$ cat src/hdl/deser_pkg.sv
// Flow deserializer shared definitions
// Default bus widths, the default reconstruction order and the helper that
// sizes the slot index for a given deserialization ratio

package deser_pkg;

  // ---------------------------------------------------------------------
  // Default widths
  // ---------------------------------------------------------------------

  // Narrow flit width on the push side
  localparam int DEFAULT_PUSH_WIDTH = 8;

  // Wide flit width on the pop side, a whole multiple of the push width
  localparam int DEFAULT_POP_WIDTH = 32;

  // Sideband metadata width, carried through without serialization
  localparam int DEFAULT_META_WIDTH = 3;

  // ---------------------------------------------------------------------
  // Ordering
  // ---------------------------------------------------------------------

  // When set, the first push flit of a pop flit lands in the most
  // significant slice of the pop word
  // When clear, the first push flit lands in the least significant slice
  localparam bit DEFAULT_MSB_FIRST = 1'b1;

  // ---------------------------------------------------------------------
  // Helpers
  // ---------------------------------------------------------------------

  // Width of the slot index that counts push flits within one pop flit
  // Vectors cannot be zero wide, so the result never drops below 1
  function automatic int slot_width(input int ratio);
    int width;
    width = (ratio > 1) ? $clog2(ratio) : 1;
    return width;
  endfunction

endpackage

$ cat src/hdl/flit_lane_if.sv
// Flit lane
// Carries the live push flit and its slot position from the sequencer to
// the staging registers and to the pop word assembler

`timescale 1ns/100ps

interface flit_lane_if #(
  parameter int PUSH_WIDTH = deser_pkg::DEFAULT_PUSH_WIDTH,
  parameter int RATIO      = deser_pkg::DEFAULT_POP_WIDTH / deser_pkg::DEFAULT_PUSH_WIDTH
);

  localparam int SLOT_WIDTH = deser_pkg::slot_width(RATIO);

  // Push valid, straight from the push port
  logic                  flit_valid;
  // Push data of the flit currently presented
  logic [PUSH_WIDTH-1:0] flit_data;
  // Flit ends the packet and so also ends the pop flit
  logic                  flit_last;
  // Position of the presented flit inside the pop flit being built
  logic [SLOT_WIDTH-1:0] slot;
  // Push handshake fires this cycle
  logic                  accept;

  // Sequencer owns the lane
  modport seq (
    output flit_valid,
    output flit_data,
    output flit_last,
    output slot,
    output accept
  );

  // Stager only needs what decides a load and what gets loaded
  modport stage (
    input flit_data,
    input slot,
    input accept,
    input flit_last
  );

  // Assembler builds the pop word combinationally from the live flit
  modport assemble (
    input flit_valid,
    input flit_data,
    input flit_last,
    input slot
  );

endinterface

$ cat src/hdl/flit_sequencer.sv
// Flit sequencer
// Push side of the deserializer: counts push flits within the current pop
// flit, decides when a push flit may be accepted and publishes it on the lane

`timescale 1ns/100ps

module flit_sequencer #(
  parameter int PUSH_WIDTH = deser_pkg::DEFAULT_PUSH_WIDTH,
  parameter int RATIO      = deser_pkg::DEFAULT_POP_WIDTH / deser_pkg::DEFAULT_PUSH_WIDTH
) (
  input  logic                  clk,
  input  logic                  arst_n,
  input  logic                  push_valid,
  input  logic                  push_last,
  input  logic                  pop_fire,
  input  logic                  pop_ready,
  output logic                  push_ready,
  flit_lane_if.seq              lane,
  input  logic [PUSH_WIDTH-1:0] push_data
);

  localparam int SLOT_WIDTH = deser_pkg::slot_width(RATIO);
  localparam logic [SLOT_WIDTH-1:0] LAST_SLOT = SLOT_WIDTH'(RATIO - 1);

  logic [SLOT_WIDTH-1:0] slot_q;
  logic                  can_stage;
  logic                  can_complete;
  logic                  accept;

  // ---------------------------------------------------------------------
  // Push handshake
  // ---------------------------------------------------------------------

  // A flit that does not finish the pop flit goes into a staging register,
  // which is always free while there are slots left before the last one
  assign can_stage = !(push_valid && push_last) && (slot_q < LAST_SLOT);

  // A flit that finishes the pop flit leaves together with the pop word,
  // so it can only be taken when the pop side takes the word
  assign can_complete = pop_ready && (push_last || (slot_q == LAST_SLOT));

  assign push_ready = can_stage || can_complete;
  assign accept     = push_valid && push_ready;

  // ---------------------------------------------------------------------
  // Slot counter
  // ---------------------------------------------------------------------

  // Counts accepted flits within one pop flit
  // A pop always coincides with an accepted completing flit, so pop_fire
  // takes priority and starts the next pop flit at slot 0
  always_ff @(posedge clk or negedge arst_n) begin
    if (!arst_n) begin
      slot_q <= '0;
    end else if (pop_fire) begin
      slot_q <= '0;
    end else if (accept) begin
      slot_q <= slot_q + SLOT_WIDTH'(1);
    end
  end

  // ---------------------------------------------------------------------
  // Lane outputs
  // ---------------------------------------------------------------------

  // The live flit is passed on unregistered so that a completing flit
  // reaches the pop side in the same cycle
  assign lane.flit_valid = push_valid;
  assign lane.flit_data  = push_data;
  assign lane.flit_last  = push_last;
  assign lane.slot       = slot_q;
  assign lane.accept     = accept;

endmodule

$ cat src/hdl/slice_stager.sv
// Slice stager
// Holds the slices of a pop flit that arrive before the completing flit,
// one load-enabled register per slot except the final slot

`timescale 1ns/100ps

module slice_stager #(
  parameter int PUSH_WIDTH = deser_pkg::DEFAULT_PUSH_WIDTH,
  parameter int RATIO      = deser_pkg::DEFAULT_POP_WIDTH / deser_pkg::DEFAULT_PUSH_WIDTH
) (
  input  logic                               clk,
  input  logic                               arst_n,
  flit_lane_if.stage                         lane,
  output logic [RATIO-2:0][PUSH_WIDTH-1:0]   staged
);

  localparam int SLOT_WIDTH = deser_pkg::slot_width(RATIO);

  // One load enable per staging register
  logic [RATIO-2:0] load_en;

  // ---------------------------------------------------------------------
  // Demux into staging registers
  // ---------------------------------------------------------------------

  for (genvar i = 0; i < RATIO - 1; i++) begin : gen_slice

    // Only accepted flits that do not end the packet are stored
    // A last flit passes straight through to the assembler, and the final
    // slot has no register at all since its flit always completes the word
    assign load_en[i] = lane.accept && !lane.flit_last &&
                        (lane.slot == SLOT_WIDTH'(i));

    // Slices not reloaded keep their old contents, which is what shows up
    // in the don't-care part of a short last pop flit
    always_ff @(posedge clk or negedge arst_n) begin
      if (!arst_n) begin
        staged[i] <= '0;
      end else if (load_en[i]) begin
        staged[i] <= lane.flit_data;
      end
    end

  end

endmodule

$ cat src/hdl/pop_assembler.sv
// Pop assembler
// Pop side of the deserializer: merges staged slices with the live flit into
// the pop word and forms pop valid, last, don't-care count and metadata

`timescale 1ns/100ps

module pop_assembler #(
  parameter int PUSH_WIDTH = deser_pkg::DEFAULT_PUSH_WIDTH,
  parameter int POP_WIDTH  = deser_pkg::DEFAULT_POP_WIDTH,
  parameter int META_WIDTH = deser_pkg::DEFAULT_META_WIDTH,
  parameter int RATIO      = deser_pkg::DEFAULT_POP_WIDTH / deser_pkg::DEFAULT_PUSH_WIDTH,
  parameter bit MSB_FIRST  = deser_pkg::DEFAULT_MSB_FIRST
) (
  flit_lane_if.assemble                              lane,
  input  logic [RATIO-2:0][PUSH_WIDTH-1:0]           staged,
  input  logic [META_WIDTH-1:0]                      push_metadata,
  input  logic                                       pop_ready,
  output logic                                       pop_valid,
  output logic [POP_WIDTH-1:0]                       pop_data,
  output logic                                       pop_last,
  output logic [deser_pkg::slot_width(RATIO)-1:0]    pop_dont_care_count,
  output logic [META_WIDTH-1:0]                      pop_metadata,
  output logic                                       pop_fire
);

  localparam int SLOT_WIDTH = deser_pkg::slot_width(RATIO);
  localparam logic [SLOT_WIDTH-1:0] LAST_SLOT = SLOT_WIDTH'(RATIO - 1);

  // The presented flit fills the final slot or ends the packet early
  logic completes;

  assign completes = lane.flit_last || (lane.slot == LAST_SLOT);

  // ---------------------------------------------------------------------
  // Pop word
  // ---------------------------------------------------------------------

  for (genvar i = 0; i < RATIO; i++) begin : gen_slice
    // Slot 0 sits at the top of the word when MSB first, else at the bottom
    localparam int LSB = MSB_FIRST ? (RATIO - 1 - i) * PUSH_WIDTH : i * PUSH_WIDTH;

    if (i < RATIO - 1) begin : gen_mux
      // The completing flit goes into its own slot directly, all other
      // slots come from the staging registers
      assign pop_data[LSB +: PUSH_WIDTH] =
        (completes && (lane.slot == SLOT_WIDTH'(i))) ? lane.flit_data : staged[i];
    end else begin : gen_live
      // Final slot has no register behind it
      assign pop_data[LSB +: PUSH_WIDTH] = lane.flit_data;
    end
  end

  // ---------------------------------------------------------------------
  // Pop control and sideband
  // ---------------------------------------------------------------------

  // Zero latency: the pop word is valid while its completing flit is shown
  assign pop_valid = lane.flit_valid && completes;
  assign pop_last  = lane.flit_last;

  // Slots after the last filled one are don't care on a short last flit
  assign pop_dont_care_count = pop_last ? (LAST_SLOT - lane.slot) : '0;

  // Metadata is constant over a packet, so the completing flit's copy is used
  assign pop_metadata = push_metadata;

  assign pop_fire = pop_valid && pop_ready;

endmodule

$ cat src/hdl/flow_deserializer.sv
// Flow deserializer
// Collects up to RATIO narrow push flits into one wide pop flit with
// ready/valid on both sides, early completion by push_last and a
// don't-care slice count for a partly filled last pop flit

`timescale 1ns/100ps

module flow_deserializer #(
  parameter int PUSH_WIDTH = deser_pkg::DEFAULT_PUSH_WIDTH,
  parameter int POP_WIDTH  = deser_pkg::DEFAULT_POP_WIDTH,
  parameter int META_WIDTH = deser_pkg::DEFAULT_META_WIDTH,
  parameter bit MSB_FIRST  = deser_pkg::DEFAULT_MSB_FIRST,
  localparam int RATIO      = POP_WIDTH / PUSH_WIDTH,
  localparam int SLOT_WIDTH = deser_pkg::slot_width(RATIO)
) (
  input  logic                  clk,
  input  logic                  arst_n,

  // Push side, narrow flits
  input  logic                  push_valid,
  input  logic [PUSH_WIDTH-1:0] push_data,
  input  logic                  push_last,
  input  logic [META_WIDTH-1:0] push_metadata,
  output logic                  push_ready,

  // Pop side, wide flits
  output logic                  pop_valid,
  output logic [POP_WIDTH-1:0]  pop_data,
  output logic                  pop_last,
  output logic [SLOT_WIDTH-1:0] pop_dont_care_count,
  output logic [META_WIDTH-1:0] pop_metadata,
  input  logic                  pop_ready
);

  // ---------------------------------------------------------------------
  // Elaboration checks
  // ---------------------------------------------------------------------

  if ((POP_WIDTH % PUSH_WIDTH) != 0) begin : gen_bad_width
    $error("POP_WIDTH must be a whole multiple of PUSH_WIDTH");
  end

  if (RATIO < 2) begin : gen_bad_ratio
    $error("POP_WIDTH must be at least twice PUSH_WIDTH");
  end

  // ---------------------------------------------------------------------
  // Internal connections
  // ---------------------------------------------------------------------

  flit_lane_if #(
    .PUSH_WIDTH (PUSH_WIDTH),
    .RATIO      (RATIO)
  ) lane ();

  logic                             pop_fire;
  logic [RATIO-2:0][PUSH_WIDTH-1:0] staged;

  // Input side: slot counting and push handshake
  flit_sequencer #(
    .PUSH_WIDTH (PUSH_WIDTH),
    .RATIO      (RATIO)
  ) u_sequencer (
    .clk        (clk),
    .arst_n     (arst_n),
    .push_valid (push_valid),
    .push_last  (push_last),
    .pop_fire   (pop_fire),
    .pop_ready  (pop_ready),
    .push_ready (push_ready),
    .lane       (lane.seq),
    .push_data  (push_data)
  );

  // Staging registers for all slots but the final one
  slice_stager #(
    .PUSH_WIDTH (PUSH_WIDTH),
    .RATIO      (RATIO)
  ) u_stager (
    .clk    (clk),
    .arst_n (arst_n),
    .lane   (lane.stage),
    .staged (staged)
  );

  // Output side: pop word ordering and pop handshake
  pop_assembler #(
    .PUSH_WIDTH (PUSH_WIDTH),
    .POP_WIDTH  (POP_WIDTH),
    .META_WIDTH (META_WIDTH),
    .RATIO      (RATIO),
    .MSB_FIRST  (MSB_FIRST)
  ) u_assembler (
    .lane                (lane.assemble),
    .staged              (staged),
    .push_metadata       (push_metadata),
    .pop_ready           (pop_ready),
    .pop_valid           (pop_valid),
    .pop_data            (pop_data),
    .pop_last            (pop_last),
    .pop_dont_care_count (pop_dont_care_count),
    .pop_metadata        (pop_metadata),
    .pop_fire            (pop_fire)
  );

endmodule

$ cat config.mk
export PLATFORM = sky130hd
export DESIGN_NAME = flow_deserializer
export DESIGN_NICKNAME = d
export VERILOG_FILES = /design/src/hdl/deser_pkg.sv /design/src/hdl/flit_lane_if.sv /design/src/hdl/flit_sequencer.sv /design/src/hdl/slice_stager.sv /design/src/hdl/pop_assembler.sv /design/src/hdl/flow_deserializer.sv
export SDC_FILE = /design/constraint.sdc
export NUM_CORES = 1
export LEC_CHECK = 0
export BUFFER_PORTS_ARGS = -buffer_cell sky130_fd_sc_hd__clkbuf_2
export CORE_UTILIZATION = 40
export CTS_CLUSTER_DIAMETER = 120
export DETAILED_ROUTE_END_ITERATION = 10
export GPL_TIMING_DRIVEN = 0
export PLACE_DENSITY_LB_ADDON = 0.12
export SYNTH_ARGS = -nofsm -noshare
export SYNTH_HDL_FRONTEND = slang
export SYNTH_SLANG_ARGS = --single-unit
export TNS_END_PERCENT = 5
$ cat constraint.sdc
create_clock -name clk -period 2.6 [get_ports clk]
set_input_delay 0.13 -clock clk [delete_from_list [all_inputs] [get_ports clk]]
set_output_delay 0.13 -clock clk [all_outputs]
set_load 0.01 [all_outputs]
# After elaboration in Yosys (flattened, before gate mapping)
# Cells that the tools add are included.
# classes
addsub	2
magnitude_cmp	1
n_eq_ne	3
mux	6
reduce_logical	19
# ops
op	count
$mux 8	3
$logic_and 1x1->1	13
$mux 2	3
$eq 2x2->1 const B	2
$add 2x1->2 const B	1
$eq 2x1->1 const B	1
$logic_not 1->1	2
$logic_not 2->1	1
$logic_or 1x1->1	2
$lt 2x2->1 const B	1
$reduce_bool 2->1	1
$sub 2x2->2 const A	1
# word_totals
regBits	26
in_bits	16

# Depth between registers and ports, before layout
# depth
depth_word	7
depth_mapped	5
depth_no_buf	4

# Hierarchy
# Synthesis repeated with hierarchy kept, for this count alone.
# hier_totals
cells_unflattened	120
area_unflattened_um2	1579.0
# modules_own_cells
mod	instances	cells_per_inst	area_per_inst_um2	seq_area_each_um2
slice_stager	1	53	929.6	600.6
pop_assembler	1	44	434.2	0.0
flit_sequencer	1	23	215.2	50.0

# Worst setup path after synthesis
# Ideal clock, no wire load.
# synth_timing
path_kind	register -> output
from	register u_sequencer.slot_q[0], in the netlist u_sequencer.lane.slot[0]
to	output port pop_data[10]
arrival_time_ns	1.353
t_required_ns	2.470
setup_slack_ns	1.117
stages_incl_launch_ff	5
path_buffers	1
cell_sequence	dfrtp_1 ha_1 buf_6 o21ai_4 mux2_2
# synth_via
elab_chain_len	4
word_cells_on_any_way	5
cone_classes	eq/ne (2); mux (1); reduce/logical (2)
# synth_rtl
element	line	text
start, declared	flit_sequencer.sv:25	logic [SLOT_WIDTH-1:0] slot_q;
start signal, assigned	flit_sequencer.sv:58	slot_q <= slot_q + SLOT_WIDTH'(1);
$eq 2x2->1	pop_assembler.sv:32	assign completes = lane.flit_last || (lane.slot == LAST_SLOT);
$logic_or 1x1->1	pop_assembler.sv:32	
$logic_and 1x1->1 *	pop_assembler.sv:46	(completes && (lane.slot == SLOT_WIDTH'(i))) ? lane.flit_data : staged[i];
$mux 8 *	pop_assembler.sv:46	
end, declared	flow_deserializer.sv:28	output logic [POP_WIDTH-1:0] pop_data,
# Mark *: on every way between the ends. The rest lies on a longest branch, timed or not.

# Final worst setup path
# layout_timing
from	register u_sequencer.slot_q[0], in the netlist u_sequencer.lane.slot[0]
to	output port pop_data[18]
# The elaborated chain is that of the path after synthesis.

==> out/results.tsv <==
stage	metric	value	unit
route	WL final	3100	um
worst_setup_path	Worst Path Required	2.47	ns
placed_design	GPL Wtd Cong	0.746	
cts	Worst-Skew Late Latency	0.27	ns
power	logic gate share of total power	50.9	%
worst_setup_path	Cell Chain, Critical Path	ha_1, buf_6, o21ai_4, mux2_2, clkbuf_2	
synth	Unique masters post-synth	17	
route	vias	1079	
timing	number of setup violations in the final report	0	
cts	CTS root buffer	clkbuf_8	
global_routing	first-pass GRT wire length	4980	um
power	power per cell area	1010	nW/um^2
worst_setup_path	RR Endpoint	u_stager.staged[21]	
route	Post-route DRC	0	
global_routing	vias in the first global route	1035	
power	Int Pwr	1.29	mW
placed_design	PortBufs	50	
timing	max-slew violations	0	
worst_setup_path	FF-to-FF Start	u_sequencer.lane.slot[0]	
synth	Post-Syn Instances	112	
synth	sequential element share of the synthesized area	41.7	%
worst_hold_path	min-delay worst type	in -> reg	
die	die area	4160	um^2
worst_setup_path	Levels on crit path	5	
worst_setup_path	CP top delay family	flip-flops	
cts	CTS tree	yes	
worst_setup_path	Critical Path Source	u_sequencer.lane.slot[0]	
die	Starting Density	42.0	%
die	Die Ht	64.5	um
worst_setup_path	critical path endpoint category	output port	
power	Worst VDD drop	430	uV
timing	Worst slew margin	56.6	%
timing	Fin. Hold Viols	0	
run_status	status	complete, no violations	
die	Ports	56	
worst_setup_path	Worst setup SP type	flop	
worst_setup_path	slowest stage delay, CP	0.43	ns
timing	Tmin final	2.05	ns
worst_setup_path	CP max stage cell	dfrtp_1	
flow_run	maxcap violations	0	
timing	RSZ-0062 raised after global routing	no	
worst_setup_path	Worst EP arrival	1.92	ns
global_routing	largest net degree at the start of global routing	27	
cells_and_area	FILL cells	343	
global_routing	initial antenna violation count	0	
cells_and_area	commonest cells after routing, fill and taps aside	clkbuf_2 (50), mux2_2 (48), dfrtp_1 (26)	
cells_and_area	most common cell after layout, fill and taps aside	clkbuf_2	
route	First-pass DRT Iterations	4	
worst_setup_path	CP bufs+invs	2	
cells_and_area	Reg area	651	um^2
timing	Min Hold Slack	0.177	ns
synth	Yosys Warn Count	0	
cts	CTS max path bufs	2	
timing	final worst slack	0.546	ns
die	Rows	22	
worst_setup_path	register-to-register setup slack	1.01	ns
synth	register bit total from synthesis	26	
global_routing	GRT Resource Usage Total	15.8	%
cts	postcts setup bufs	0	
global_routing	Remaining Overflow, GRT	0	
synth	Mapped Avg Cell Area	13.9	um^2
worst_setup_path	kind of critical path	reg -> out	
cells_and_area	layout cell share with drive strength beyond 1	74.9	%
route	Routed Antenna Nets	0	
synth	synthesized cell area	1560	um^2
cts	clock sink total	26	
die	die width	64.5	um
power	switching share of power	34.4	%
worst_setup_path	critical path peak fanout	8	
cts	total CTS buffers	3	
worst_setup_path	R2R cell count	5	
synth	Syn Nets	132	
placed_design	Inst Count DP	210	
timing	fmax	487	MHz
cells_and_area	Multi-input gate area	787	um^2
cells_and_area	final cell count without fillers	215	
timing	worst slew pin tran	0.650	ns
worst_setup_path	worst setup path end	pop_data[18]	
power	clock group share of total power	13.2	%
worst_hold_path	worst hold stages	2	
timing	clk_skew	0.00226	ns
cells_and_area	Nets	188	
cts	clock slew at reported path FFs	0.09	ns
route	WL/cell	14.4	um
cells_and_area	Ant. Diodes	0	
power	P_sw	0.676	mW
cts	CTS H-tree lvls	1	
placed_design	DP HPWL	2220	um
timing	Total Neg Setup Slack	0	ns
route	drt via density	5.02	
placed_design	pre-CTS setup slack	0.833	ns
die	core box area	3720	um^2
route	Iteration-0 DRC Markers	38	
power	sequential power share	35.9	%
timing	Final period util	79.0	%
power	leakage power total	0.945	nW
cells_and_area	Syn-to-layout area delta	24.0	%
## power by group through the flow
stage	clock network, mW	registers (mW)	logic [mW]
floorplan	0	0.672	0.704
CTS	0.263	0.702	1.02
finish	0.259	0.704	0.999
global route	0.281	0.724	1.09
global placement	0	0.688	0.991
detailed placement	0	0.707	1.01
## logic make-up after synthesis
| group | Yosys count | synth area share, % |
|---|---|---|
| adders and majority gates | 4 | 3.21 |
| buffers and inverters | 17 | 7.93 |
| AOI/OAI and AO/OA | 7 | 4.89 |
| DFF | 26 | 41.7 |
| muxes | 48 | 34.6 |
| and+or+nand+nor | 10 | 7.69 |
## sequential cells by signal, indices dropped and copies added, names as in the netlist
register / cells
u_stager.staged: 24
u_sequencer.lane.slot: 2
## Yosys cell counts
master	number	area, um^2
o21ai_0	1	5.00
nor2_1	1	3.75
dfrtp_1	26	651
o21ai_4	3	48.8
mux2_2	48	541
buf_4	14	105
a21o_1	1	7.51
nand2b_4	1	13.8
buf_6	1	11.3
ha_1	4	50.1
nor2b_1	3	18.8
a21oi_1	1	5.00
a32o_1	1	10.0
and3_1	1	6.26
or2_2	1	6.26
inv_1	2	7.51
nand4b_4	3	71.3
## worst register-to-register path, stage by stage (launching register included)
cell	delay [ns]
dfrtp_1	0.43
ha_1	0.23
buf_6	0.15
nand2b_4	0.12
nand4b_4	0.22
mux2_2	0.33
## final cells by class
class / instances / area share, %
plain buffers: 15 / 6.01
clock buffers: 4 / 2.84
flip-flops and latches: 26 / 33.6
well taps: 48 / 3.10
multi-input cells: 69 / 40.6
inverters: 2 / 0.388
repair buffers: 51 / 13.4
## stage by stage
stage                     utilization [%]  power [mW]  area (um^2)
after detailed placement             50.4        1.72         1870
after CTS                            52.1        1.98         1940
after global routing                 52.1        2.09         1940
final                                52.1        1.96         1940
after floorplan                         -        1.38         1560
after global placement               50.4        1.68         1870
## layer usage
| metal | track usage (%) | up-vias | wire length [um] | part of all wire [%] |
|---|---|---|---|---|
| li1 | - | 499 | - | - |
| met1 | 19.9 | 547 | 1340 | 43 |
| met2 | 28.7 | 33 | 1650 | 53 |
| met3 | 2.11 | 0 | 109 | 3.5 |
| met4 | 3.33 | 0 | 0 | 0 |
| met5 | 0 | - | 0 | 0 |
## worst min-delay path by stage
stage                 start                        to  slack (ns)
5_1_grt        push_data[6]       u_stager.staged[22]        0.19
3_5_place_dp         arst_n        u_stager.staged[9]        0.19
3_3_place_gp         arst_n        u_stager.staged[1]        0.19
4_1_cts        push_data[6]        u_stager.staged[6]        0.18
2_1_floorplan        arst_n  u_sequencer.lane.slot[0]       -0.17
6_report       push_data[3]        u_stager.staged[3]        0.18
## what timing repair did
item,CTS,global route
endpoints found under the setup margin,0,0
resized for setup,0,0
hold buffers,1,0
endpoints found under the hold margin,26,0
(Power assumes the default switching activity.)
